===== src/rtl/ntm_vector_pkg.sv =====
`default_nettype none

package ntm_vector_pkg;

  //////////////////////////////
  // Widths and timing
  //////////////////////////////

  // Operand, modulus and result width
  localparam int data_w = 16;

  // APB address width
  localparam int addr_w = 8;

  // One operand bit per cycle
  localparam int mul_cycles = data_w;

  // Step counter of the multiplier
  localparam int cnt_w = $clog2(mul_cycles + 1);

  // Smallest legal modulus, also its reset value
  localparam logic [data_w-1:0] min_modulo = 16'd2;

  //////////////////////////////
  // Register map
  //////////////////////////////

  // Bit 0 starts a job
  localparam logic [addr_w-1:0] reg_ctrl   = 8'h00;
  localparam logic [addr_w-1:0] reg_modulo = 8'h04;
  // Number of elements in the job
  localparam logic [addr_w-1:0] reg_size   = 8'h08;
  // Element push, write only
  localparam logic [addr_w-1:0] reg_data   = 8'h0C;
  // Bit 0 busy, bit 1 done
  localparam logic [addr_w-1:0] reg_status = 8'h10;
  localparam logic [addr_w-1:0] reg_result = 8'h14;

  //////////////////////////////
  // Block interfaces
  //////////////////////////////

  // Register block to one lane
  typedef struct packed {
    logic              valid;
    logic              first;
    logic [data_w-1:0] element;
    logic [data_w-1:0] modulo;
  } lane_in_t;

  // Lane back to register block and combiner
  typedef struct packed {
    logic              busy;
    logic [data_w-1:0] partial;
  } lane_out_t;

  // Register block to combiner
  typedef struct packed {
    logic              combine;
    logic [data_w-1:0] modulo;
  } job_t;

endpackage

`default_nettype wire


===== src/rtl/ntm_apb_regs.sv =====
`timescale 1ns/1ps
`default_nettype none

module ntm_apb_regs
  import ntm_vector_pkg::*;
(
  input  logic              CLK,
  input  logic              RST,
  input  logic              psel,
  input  logic              penable,
  input  logic              pwrite,
  input  logic [addr_w-1:0] paddr,
  input  logic [data_w-1:0] pwdata,
  output logic [data_w-1:0] prdata,
  output logic              pready,
  output logic              pslverr,
  output lane_in_t          lane0_in,
  output lane_in_t          lane1_in,
  input  lane_out_t         lane0_out,
  input  lane_out_t         lane1_out,
  output job_t              job,
  input  logic              comb_done,
  input  logic [data_w-1:0] result
);

  // Registers and job state
  logic [data_w-1:0] modulo_q;
  logic [data_w-1:0] size_q;
  logic [data_w-1:0] count_q;
  logic              busy_q;
  logic              done_q;
  logic              comb_wait_q;

  // Address decode
  logic access;
  logic wr;
  logic sel_ctrl;
  logic sel_modulo;
  logic sel_size;
  logic sel_data;
  logic sel_status;
  logic sel_result;
  logic mapped;

  // Element steering and checks
  logic lane_sel;
  logic target_busy;
  logic first_slot;
  logic mod_err;
  logic data_err;
  logic err;
  logic stall;
  logic push;
  logic start;
  logic combine;

  //////////////////////////////
  // Decode and error rules
  //////////////////////////////

  assign access     = psel & penable;
  assign wr         = access & pwrite;
  assign sel_ctrl   = (paddr == reg_ctrl);
  assign sel_modulo = (paddr == reg_modulo);
  assign sel_size   = (paddr == reg_size);
  assign sel_data   = (paddr == reg_data);
  assign sel_status = (paddr == reg_status);
  assign sel_result = (paddr == reg_result);
  assign mapped     = sel_ctrl | sel_modulo | sel_size | sel_data | sel_status | sel_result;

  // Low count bit picks the lane, even to lane 0
  assign lane_sel    = count_q[0];
  assign target_busy = lane_sel ? lane1_out.busy : lane0_out.busy;
  // Element 0 or 1 opens its lane
  assign first_slot  = (count_q[data_w-1:1] == '0);

  assign mod_err  = (pwdata < min_modulo);
  // No job, job already full, or element not reduced
  assign data_err = ~busy_q | (count_q >= size_q) | (pwdata >= modulo_q);
  assign err      = ~mapped | (pwrite & sel_modulo & mod_err) | (pwrite & sel_data & data_err);

  // Wait states while the target lane multiplies
  assign stall   = wr & sel_data & ~data_err & target_busy;
  assign pready  = ~stall;
  assign pslverr = access & pready & err;

  assign push  = wr & sel_data & ~data_err & ~target_busy;
  // Start ignored while a job runs
  assign start = wr & sel_ctrl & pwdata[0] & ~busy_q;

  // All elements in, both lanes idle
  assign combine = busy_q & ~comb_wait_q & (count_q == size_q) &
                   ~lane0_out.busy & ~lane1_out.busy;

  //////////////////////////////
  // Lane and combiner drive
  //////////////////////////////

  always_comb begin
    // First alone at start presets the partial
    lane0_in.valid   = push & ~lane_sel;
    lane0_in.first   = start | (push & ~lane_sel & first_slot);
    lane0_in.element = pwdata;
    lane0_in.modulo  = modulo_q;

    lane1_in.valid   = push & lane_sel;
    lane1_in.first   = start | (push & lane_sel & first_slot);
    lane1_in.element = pwdata;
    lane1_in.modulo  = modulo_q;

    job.combine = combine;
    job.modulo  = modulo_q;
  end

  //////////////////////////////
  // Register and job state
  //////////////////////////////

  always_ff @(posedge CLK or posedge RST) begin
    if (RST) begin
      modulo_q    <= min_modulo;
      size_q      <= '0;
      count_q     <= '0;
      busy_q      <= 1'b0;
      done_q      <= 1'b0;
      comb_wait_q <= 1'b0;
    end else begin
      // Illegal modulus leaves the old one
      if (wr & sel_modulo & ~mod_err) begin
        modulo_q <= pwdata;
      end
      if (wr & sel_size) begin
        size_q <= pwdata;
      end
      if (start) begin
        busy_q  <= 1'b1;
        done_q  <= 1'b0;
        count_q <= '0;
      end else if (push) begin
        count_q <= count_q + 1'b1;
      end
      // One combine per job
      if (combine) begin
        comb_wait_q <= 1'b1;
      end
      if (comb_done) begin
        busy_q      <= 1'b0;
        done_q      <= 1'b1;
        comb_wait_q <= 1'b0;
      end
    end
  end

  // Read mux, ctrl and data read as 0
  always_comb begin
    case (paddr)
      reg_modulo: prdata = modulo_q;
      reg_size:   prdata = size_q;
      reg_status: prdata = {{(data_w-2){1'b0}}, done_q, busy_q};
      reg_result: prdata = result;
      default:    prdata = '0;
    endcase
  end

endmodule

`default_nettype wire


===== src/rtl/ntm_lane_combiner.sv =====
`timescale 1ns/1ps
`default_nettype none

module ntm_lane_combiner
  import ntm_vector_pkg::*;
(
  input  logic              CLK,
  input  logic              RST,
  input  job_t              job,
  input  lane_out_t         lane0,
  input  lane_out_t         lane1,
  output logic              done,
  output logic [data_w-1:0] result
);

  // Multiplier hookup
  logic              mul_done;
  logic [data_w-1:0] mul_product;

  // Last finished job
  logic [data_w-1:0] result_q;

  //////////////////////////////
  // Final product
  //////////////////////////////

  // Even partial times odd partial, job modulus
  // Both partials already below the modulus
  ntm_modular_multiplier u_mul (
    .CLK     (CLK),
    .RST     (RST),
    .start   (job.combine),
    .a       (lane0.partial),
    .b       (lane1.partial),
    .m       (job.modulo),
    .done    (mul_done),
    .product (mul_product)
  );

  // Hold until the next job completes
  always_ff @(posedge CLK or posedge RST) begin
    if (RST) begin
      result_q <= '0;
    end else if (mul_done) begin
      result_q <= mul_product;
    end
  end

  // Done straight from the multiplier
  assign done = mul_done;

  // New value already visible in the done cycle
  assign result = mul_done ? mul_product : result_q;

endmodule

`default_nettype wire


===== src/rtl/ntm_modular_multiplier.sv =====
`timescale 1ns/1ps
`default_nettype none

module ntm_modular_multiplier
  import ntm_vector_pkg::*;
(
  input  logic              CLK,
  input  logic              RST,
  input  logic              start,
  input  logic [data_w-1:0] a,
  input  logic [data_w-1:0] b,
  input  logic [data_w-1:0] m,
  output logic              done,
  output logic [data_w-1:0] product
);

  // Control
  logic             run_q;
  logic [cnt_w-1:0] cnt_q;

  // Operands latched at start
  logic [data_w-1:0] a_q;
  logic [data_w-1:0] b_q;
  logic [data_w-1:0] m_q;

  // Running remainder, always below m
  logic [data_w-1:0] r_q;

  // One step of the loop
  logic [data_w:0]   dbl;
  logic [data_w:0]   dbl_sub;
  logic [data_w-1:0] dbl_red;
  logic [data_w:0]   sum;
  logic [data_w:0]   sum_sub;
  logic [data_w-1:0] sum_red;
  logic [data_w-1:0] r_next;

  //////////////////////////////
  // Step datapath
  //////////////////////////////

  always_comb begin
    // Double, one spare bit for the carry
    dbl     = {r_q, 1'b0};
    dbl_sub = dbl - {1'b0, m_q};
    dbl_red = (dbl >= {1'b0, m_q}) ? dbl_sub[data_w-1:0] : dbl[data_w-1:0];
    // Conditional add of a, same single reduction
    sum     = {1'b0, dbl_red} + {1'b0, a_q};
    sum_sub = sum - {1'b0, m_q};
    sum_red = (sum >= {1'b0, m_q}) ? sum_sub[data_w-1:0] : sum[data_w-1:0];
    // MSB of b selects
    r_next  = b_q[data_w-1] ? sum_red : dbl_red;
  end

  //////////////////////////////
  // Step sequencing
  //////////////////////////////

  always_ff @(posedge CLK or posedge RST) begin
    if (RST) begin
      run_q <= 1'b0;
      cnt_q <= '0;
      done  <= 1'b0;
    end else begin
      done <= 1'b0;
      if (start) begin
        run_q <= 1'b1;
        cnt_q <= '0;
      end else if (run_q) begin
        cnt_q <= cnt_q + 1'b1;
        // Last bit of b this cycle
        if (cnt_q == cnt_w'(mul_cycles - 1)) begin
          run_q <= 1'b0;
          done  <= 1'b1;
        end
      end
    end
  end

  // Operand and remainder registers
  always_ff @(posedge CLK) begin
    if (start) begin
      a_q <= a;
      b_q <= b;
      m_q <= m;
      r_q <= '0;
    end else if (run_q) begin
      r_q <= r_next;
      b_q <= {b_q[data_w-2:0], 1'b0};
    end
  end

  // Valid while done is high
  assign product = r_q;

endmodule

`default_nettype wire


===== src/rtl/ntm_product_lane.sv =====
`timescale 1ns/1ps
`default_nettype none

module ntm_product_lane
  import ntm_vector_pkg::*;
(
  input  logic      CLK,
  input  logic      RST,
  input  lane_in_t  lane_in,
  output lane_out_t lane_out
);

  // Lane state
  logic              busy_q;
  logic [data_w-1:0] partial_q;

  // Multiplier hookup
  logic [data_w-1:0] mul_a;
  logic              mul_done;
  logic [data_w-1:0] mul_product;

  //////////////////////////////
  // Multiplicand select
  //////////////////////////////

  // First element of the job starts from 1
  assign mul_a = lane_in.first ? {{(data_w-1){1'b0}}, 1'b1} : partial_q;

  // Partial times element modulo m
  ntm_modular_multiplier u_mul (
    .CLK     (CLK),
    .RST     (RST),
    .start   (lane_in.valid),
    .a       (mul_a),
    .b       (lane_in.element),
    .m       (lane_in.modulo),
    .done    (mul_done),
    .product (mul_product)
  );

  //////////////////////////////
  // Busy and partial
  //////////////////////////////

  always_ff @(posedge CLK or posedge RST) begin
    if (RST) begin
      busy_q    <= 1'b0;
      partial_q <= {{(data_w-1){1'b0}}, 1'b1};
    end else begin
      if (lane_in.valid) begin
        // Held until the multiplier finishes
        busy_q <= 1'b1;
      end else if (mul_done) begin
        busy_q    <= 1'b0;
        partial_q <= mul_product;
      end else if (lane_in.first) begin
        // Job start preset, no element attached
        // Covers a lane that never gets an element
        partial_q <= {{(data_w-1){1'b0}}, 1'b1};
      end
    end
  end

  // Status and partial back out
  always_comb begin
    lane_out.busy    = busy_q;
    lane_out.partial = partial_q;
  end

endmodule

`default_nettype wire


===== src/rtl/ntm_vector_product_top.sv =====
`timescale 1ns/1ps
`default_nettype none

module ntm_vector_product_top
  import ntm_vector_pkg::*;
(
  input  logic              CLK,
  input  logic              RST,
  input  logic              psel,
  input  logic              penable,
  input  logic              pwrite,
  input  logic [addr_w-1:0] paddr,
  input  logic [data_w-1:0] pwdata,
  output logic [data_w-1:0] prdata,
  output logic              pready,
  output logic              pslverr
);

  // Lane links
  lane_in_t  lane0_in;
  lane_in_t  lane1_in;
  lane_out_t lane0_out;
  lane_out_t lane1_out;

  // Combiner links
  job_t              job;
  logic              comb_done;
  logic [data_w-1:0] result;

  // APB register block and job control
  ntm_apb_regs u_regs (
    .CLK       (CLK),
    .RST       (RST),
    .psel      (psel),
    .penable   (penable),
    .pwrite    (pwrite),
    .paddr     (paddr),
    .pwdata    (pwdata),
    .prdata    (prdata),
    .pready    (pready),
    .pslverr   (pslverr),
    .lane0_in  (lane0_in),
    .lane1_in  (lane1_in),
    .lane0_out (lane0_out),
    .lane1_out (lane1_out),
    .job       (job),
    .comb_done (comb_done),
    .result    (result)
  );

  // Even elements
  ntm_product_lane u_lane0 (
    .CLK      (CLK),
    .RST      (RST),
    .lane_in  (lane0_in),
    .lane_out (lane0_out)
  );

  // Odd elements
  ntm_product_lane u_lane1 (
    .CLK      (CLK),
    .RST      (RST),
    .lane_in  (lane1_in),
    .lane_out (lane1_out)
  );

  // Partial times partial
  ntm_lane_combiner u_comb (
    .CLK    (CLK),
    .RST    (RST),
    .job    (job),
    .lane0  (lane0_out),
    .lane1  (lane1_out),
    .done   (comb_done),
    .result (result)
  );

endmodule

`default_nettype wire


===== config.mk =====
export PLATFORM = sky130hd
export DESIGN_NAME = ntm_vector_product_top
export DESIGN_NICKNAME = d
export VERILOG_FILES = /design/src/rtl/ntm_vector_pkg.sv /design/src/rtl/ntm_apb_regs.sv /design/src/rtl/ntm_lane_combiner.sv /design/src/rtl/ntm_modular_multiplier.sv /design/src/rtl/ntm_product_lane.sv /design/src/rtl/ntm_vector_product_top.sv
export SDC_FILE = /design/constraint.sdc
export NUM_CORES = 1
export LEC_CHECK = 0
export BUFFER_PORTS_ARGS = -buffer_cell sky130_fd_sc_hd__buf_2
export CAP_MARGIN = 0
export CORE_ASPECT_RATIO = 0.6
export CORE_UTILIZATION = 50
export CTS_BUF_LIST = sky130_fd_sc_hd__clkbuf_4
export CTS_CLUSTER_DIAMETER = 40
export DETAILED_ROUTE_END_ITERATION = 16
export PLACE_DENSITY = 0.73
export RECOVER_POWER = 50
export SYNTH_ARGS = -nofsm -noshare
export SYNTH_HDL_FRONTEND = slang
export SYNTH_SLANG_ARGS = --single-unit

===== constraint.sdc =====
create_clock -name CLK -period 5.9 [get_ports CLK]
set_clock_uncertainty 0.1 [all_clocks]
set_input_delay 0.295 -clock CLK [delete_from_list [all_inputs] [get_ports CLK]]
set_output_delay 0.295 -clock CLK [all_outputs]
set_load 0.005 [all_outputs]

==> flow_metrics.env <==
export IMPL_status="finished with violations"
export IMPL_failed_checks="capacitance limit, slew limit, setup timing"
export IMPL_comb_power_share_pct=73.1
export IMPL_crit_fanout=7
export IMPL_endpoint_kind="flip-flop"
export IMPL_slowest_stage="or4_4"
export IMPL_cts_root_buf="clkbuf_4"
export IMPL_critPathBufInv=9
export IMPL_cts_tree="built"
export IMPL_slowest_delay_ps=520
export IMPL_grt_usage_pct=34.7
export IMPL_required_ps=6470
export IMPL_cpMostUsedCell="buf_6"
export IMPL_pwr_share_seq_pct=15.8
export IMPL_timing_slew_headroom_pct=-49.7
export IMPL_grt_pass1_vias=19327
export IMPL_final_cell_mix="buf_4 (471), nand2_1 (274), ha_1 (147)"
export IMPL_design_area_mm2=0.0284
export IMPL_grt_pass1_wl_mm=113
export IMPL_clk_pin_slew_worst_paths_ps=80
export IMPL_viasPerCell=5.99
export IMPL_numPortBuffers=46
export IMPL_dp_cells=3121
export IMPL_clk_latency_ps=790
export IMPL_grt_max_degree=78
export IMPL_synth_edff_count=144
export IMPL_ys_seq_elements=314
export IMPL_synth_async_sr_flop_share_pct=38.9
export IMPL_synthesis_nets=2395
export IMPL_dpl_cell_area_mm2=0.0248
export IMPL_drt_pass1_iter_count=6
export IMPL_ys_types=91
export IMPL_num_rows=57
export IMPL_fp_dieH_um=160
export IMPL_final_cells=3383
export IMPL_ant_nets=0
export IMPL_die_w_um=266
export IMPL_start_kind="flip-flop"
export IMPL_netlist_instances=2171
export IMPL_crit_type="flip-flop to flip-flop"
export IMPL_routed_wl_mm=75.5
export IMPL_start_util_pct=51.1
export IMPL_gp_congestion=1.03
export IMPL_gr_total_overflow=0
export IMPL_power_density_mw_per_mm2=614
export IMPL_p_total_uw=17400
export IMPL_cp_data_arrival_time_ps=7250
export IMPL_cap_violations=2
export IMPL_ir_worst_vdd_v=0.00158
export IMPL_swShare_pct=42.7
export IMPL_area_growth_pct=36.2
export IMPL_setup_viol=42
export IMPL_fmax_ghz=0.150
export IMPL_vias=20258
export IMPL_dieArea_mm2=0.0425
export IMPL_finalCritPeriodShare_pct=113
export IMPL_cts_buffer_depth=3
export IMPL_hold_viol=0
export IMPL_cts_max_level=3
export IMPL_layout_min_cycle_time_ps=6680
export IMPL_ys_seq_area_share_pct=40.0
export IMPL_synthFlopType="edfxtp_1"
export IMPL_tightestPinTransition_ps=2230
export IMPL_drt_iter0_markers=2517
export IMPL_p_switching_uw=7430
export IMPL_rsz0062_at_grt="yes"
export IMPL_core_area_mm2=0.0408
export IMPL_p_leak_uw=0.0129
export IMPL_syn_avg_cell_area_um2=9.60
export IMPL_cts_sinks=314
export IMPL_final_setup_worst_slack_ps=-780
export IMPL_holdWs_ps=132
export IMPL_fin_nets=2981
export IMPL_ios=47
export IMPL_drive_gt1_share_pct=35.2
export IMPL_pwr_share_clk_pct=11.1
export IMPL_cp_top_family="compound AO/OA/AOI/OAI gates"
export IMPL_drv_slew=125
export IMPL_syn_area_mm2=0.0208
export IMPL_wire_per_inst_um=22.3
export IMPL_final_common_cell="buf_4"
export IMPL_drc=0
export IMPL_min_path_type="input pin to flip-flop"
export IMPL_cts_inserted_buffers=75
export IMPL_ys_warn_count=0
export IMPL_dp_final_hpwl_mm=54.1
export IMPL_p_int_uw=9990
export IMPL_antenna_found_initial=3
through the flow:
step / worst slack, ps / setup TNS (ps) / util [%]
2_1_floorplan: -42.8 / -42.8 / -
6_report: -780 / -16940 / 69.6
3_3_place_gp: -1070 / -36000 / 60.8
5_1_grt: -896 / -26100 / 69.6
4_1_cts: -551 / -13160 / 67.4
3_5_place_dp: -1180 / -39100 / 60.8
power groups by stage:
stage	sequential, uW	combinational, uW	clock, uW
2_1_floorplan	2690	5540	0
3_3_place_gp	2770	8410	0
3_5_place_dp	2780	8620	0
4_1_cts	2740	11000	1950
5_1_grt	2770	13500	2070
6_report	2760	12700	1940
final timing paths:
| kind | from | to | slack, ps | depth (start not counted) |
|---|---|---|---|---|
| min in group asynchronous | RST | u_comb.u_mul.cnt_q[2] | 540 | 3 |
| hold reg to reg | u_lane0.partial_q[9] | u_comb.u_mul.a_q[9] | 380 | 0 |
| setup reg to reg | u_lane0.u_mul.m_q[1] | u_lane0.u_mul.product[12] | -780 | 33 |
| max in group asynchronous | RST | u_lane0.u_mul.cnt_q[2] | 2330 | 4 |
| hold / removal | paddr[2] | u_regs.count_q[3] | 130 | 6 |
| setup / recovery | u_lane0.u_mul.m_q[1] | u_lane0.u_mul.product[12] | -780 | 33 |
synth_stat cells, types with 8 or more instances:
cell / instances / area share, %
a211oi_1: 39 / 1.4
a21o_1: 39 / 1.4
a21oi_1: 124 / 3.0
a22o_1: 33 / 1.4
a22oi_1: 16 / 0.58
a31oi_1: 22 / 0.66
and2_1: 52 / 1.6
and3_1: 22 / 0.66
buf_2: 8 / 0.19
clkbuf_1: 53 / 0.95
dfrtp_1: 119 / 14
dfxtp_1: 48 / 4.6
edfxtp_1: 144 / 21
fa_1: 9 / 0.86
ha_1: 186 / 11
inv_1: 146 / 2.6
mux2_2: 75 / 4.1
mux2i_1: 33 / 1.6
nand2_1: 283 / 5.1
nand2b_1: 23 / 0.69
nand3_1: 38 / 0.91
nand4_1: 32 / 0.96
nor2_1: 117 / 2.1
nor2b_1: 13 / 0.39
nor3_1: 24 / 0.58
nor4_1: 18 / 0.54
o211ai_1: 17 / 0.61
o21a_1: 17 / 0.61
o21ai_0: 108 / 2.6
o21bai_1: 13 / 0.47
o22ai_1: 9 / 0.27
o31ai_1: 11 / 0.40
or2_2: 9 / 0.27
or3_1: 18 / 0.54
xnor2_1: 78 / 3.3
xor2_1: 39 / 1.6
cell families after synthesis:
kind of cell / after synthesis / share of synthesized area, %
flip-flops: 314 / 40.0
adder cells (fa/ha/maj): 195 / 12.0
AO/OA/AOI/OAI: 545 / 17.9
AND/OR/NAND/NOR: 672 / 15.2
buffers and inverters: 218 / 4.12
XOR/XNOR: 117 / 4.92
multiplexers: 110 / 5.78
repair_timing:
action | in CTS | in global routing
cloned | 6 | 1
resized for setup | 192 | 144
pin swaps | 118 | 101
endpoints found under the setup margin | 48 | 48
hold buffers | 19 | 0
buffers inserted | 67 | 43
hold endpoints to repair | 112 | 0
per-layer routing:
layer | wire (um) | up-vias | GRT usage [%]
li1 | - | 9120 | -
met1 | 35000 | 9879 | 55.5
met2 | 29800 | 1126 | 46.0
met3 | 9060 | 131 | 8.05
met4 | 1580 | 2 | 8.12
met5 | 13 | - | 0
layout make-up:
type                            count  area (um^2)
Tap cell                          560          701
Fill cell                        3090        12400
Timing Repair Buffer              578         4490
Antenna cell                        3         7.51
Clock buffer                      119          893
Clock inverter                     21          133
Sequential cell                   314         8340
Inverter                          149          581
Multi-Input combinational cell   1639        13200
worst reg2reg max path: cells and delay by family (launching register included):
| family | cells | cell delay [ps] |
|---|---|---|
| simple gates | 6 | 1130 |
| compound gates | 12 | 2460 |
| mux | 2 | 550 |
| buf+inv | 9 | 1170 |
| xor+xnor | 1 | 60 |
| flops | 1 | 380 |
| fa+ha+maj | 3 | 760 |
Power figures use the tool's default switching activity.
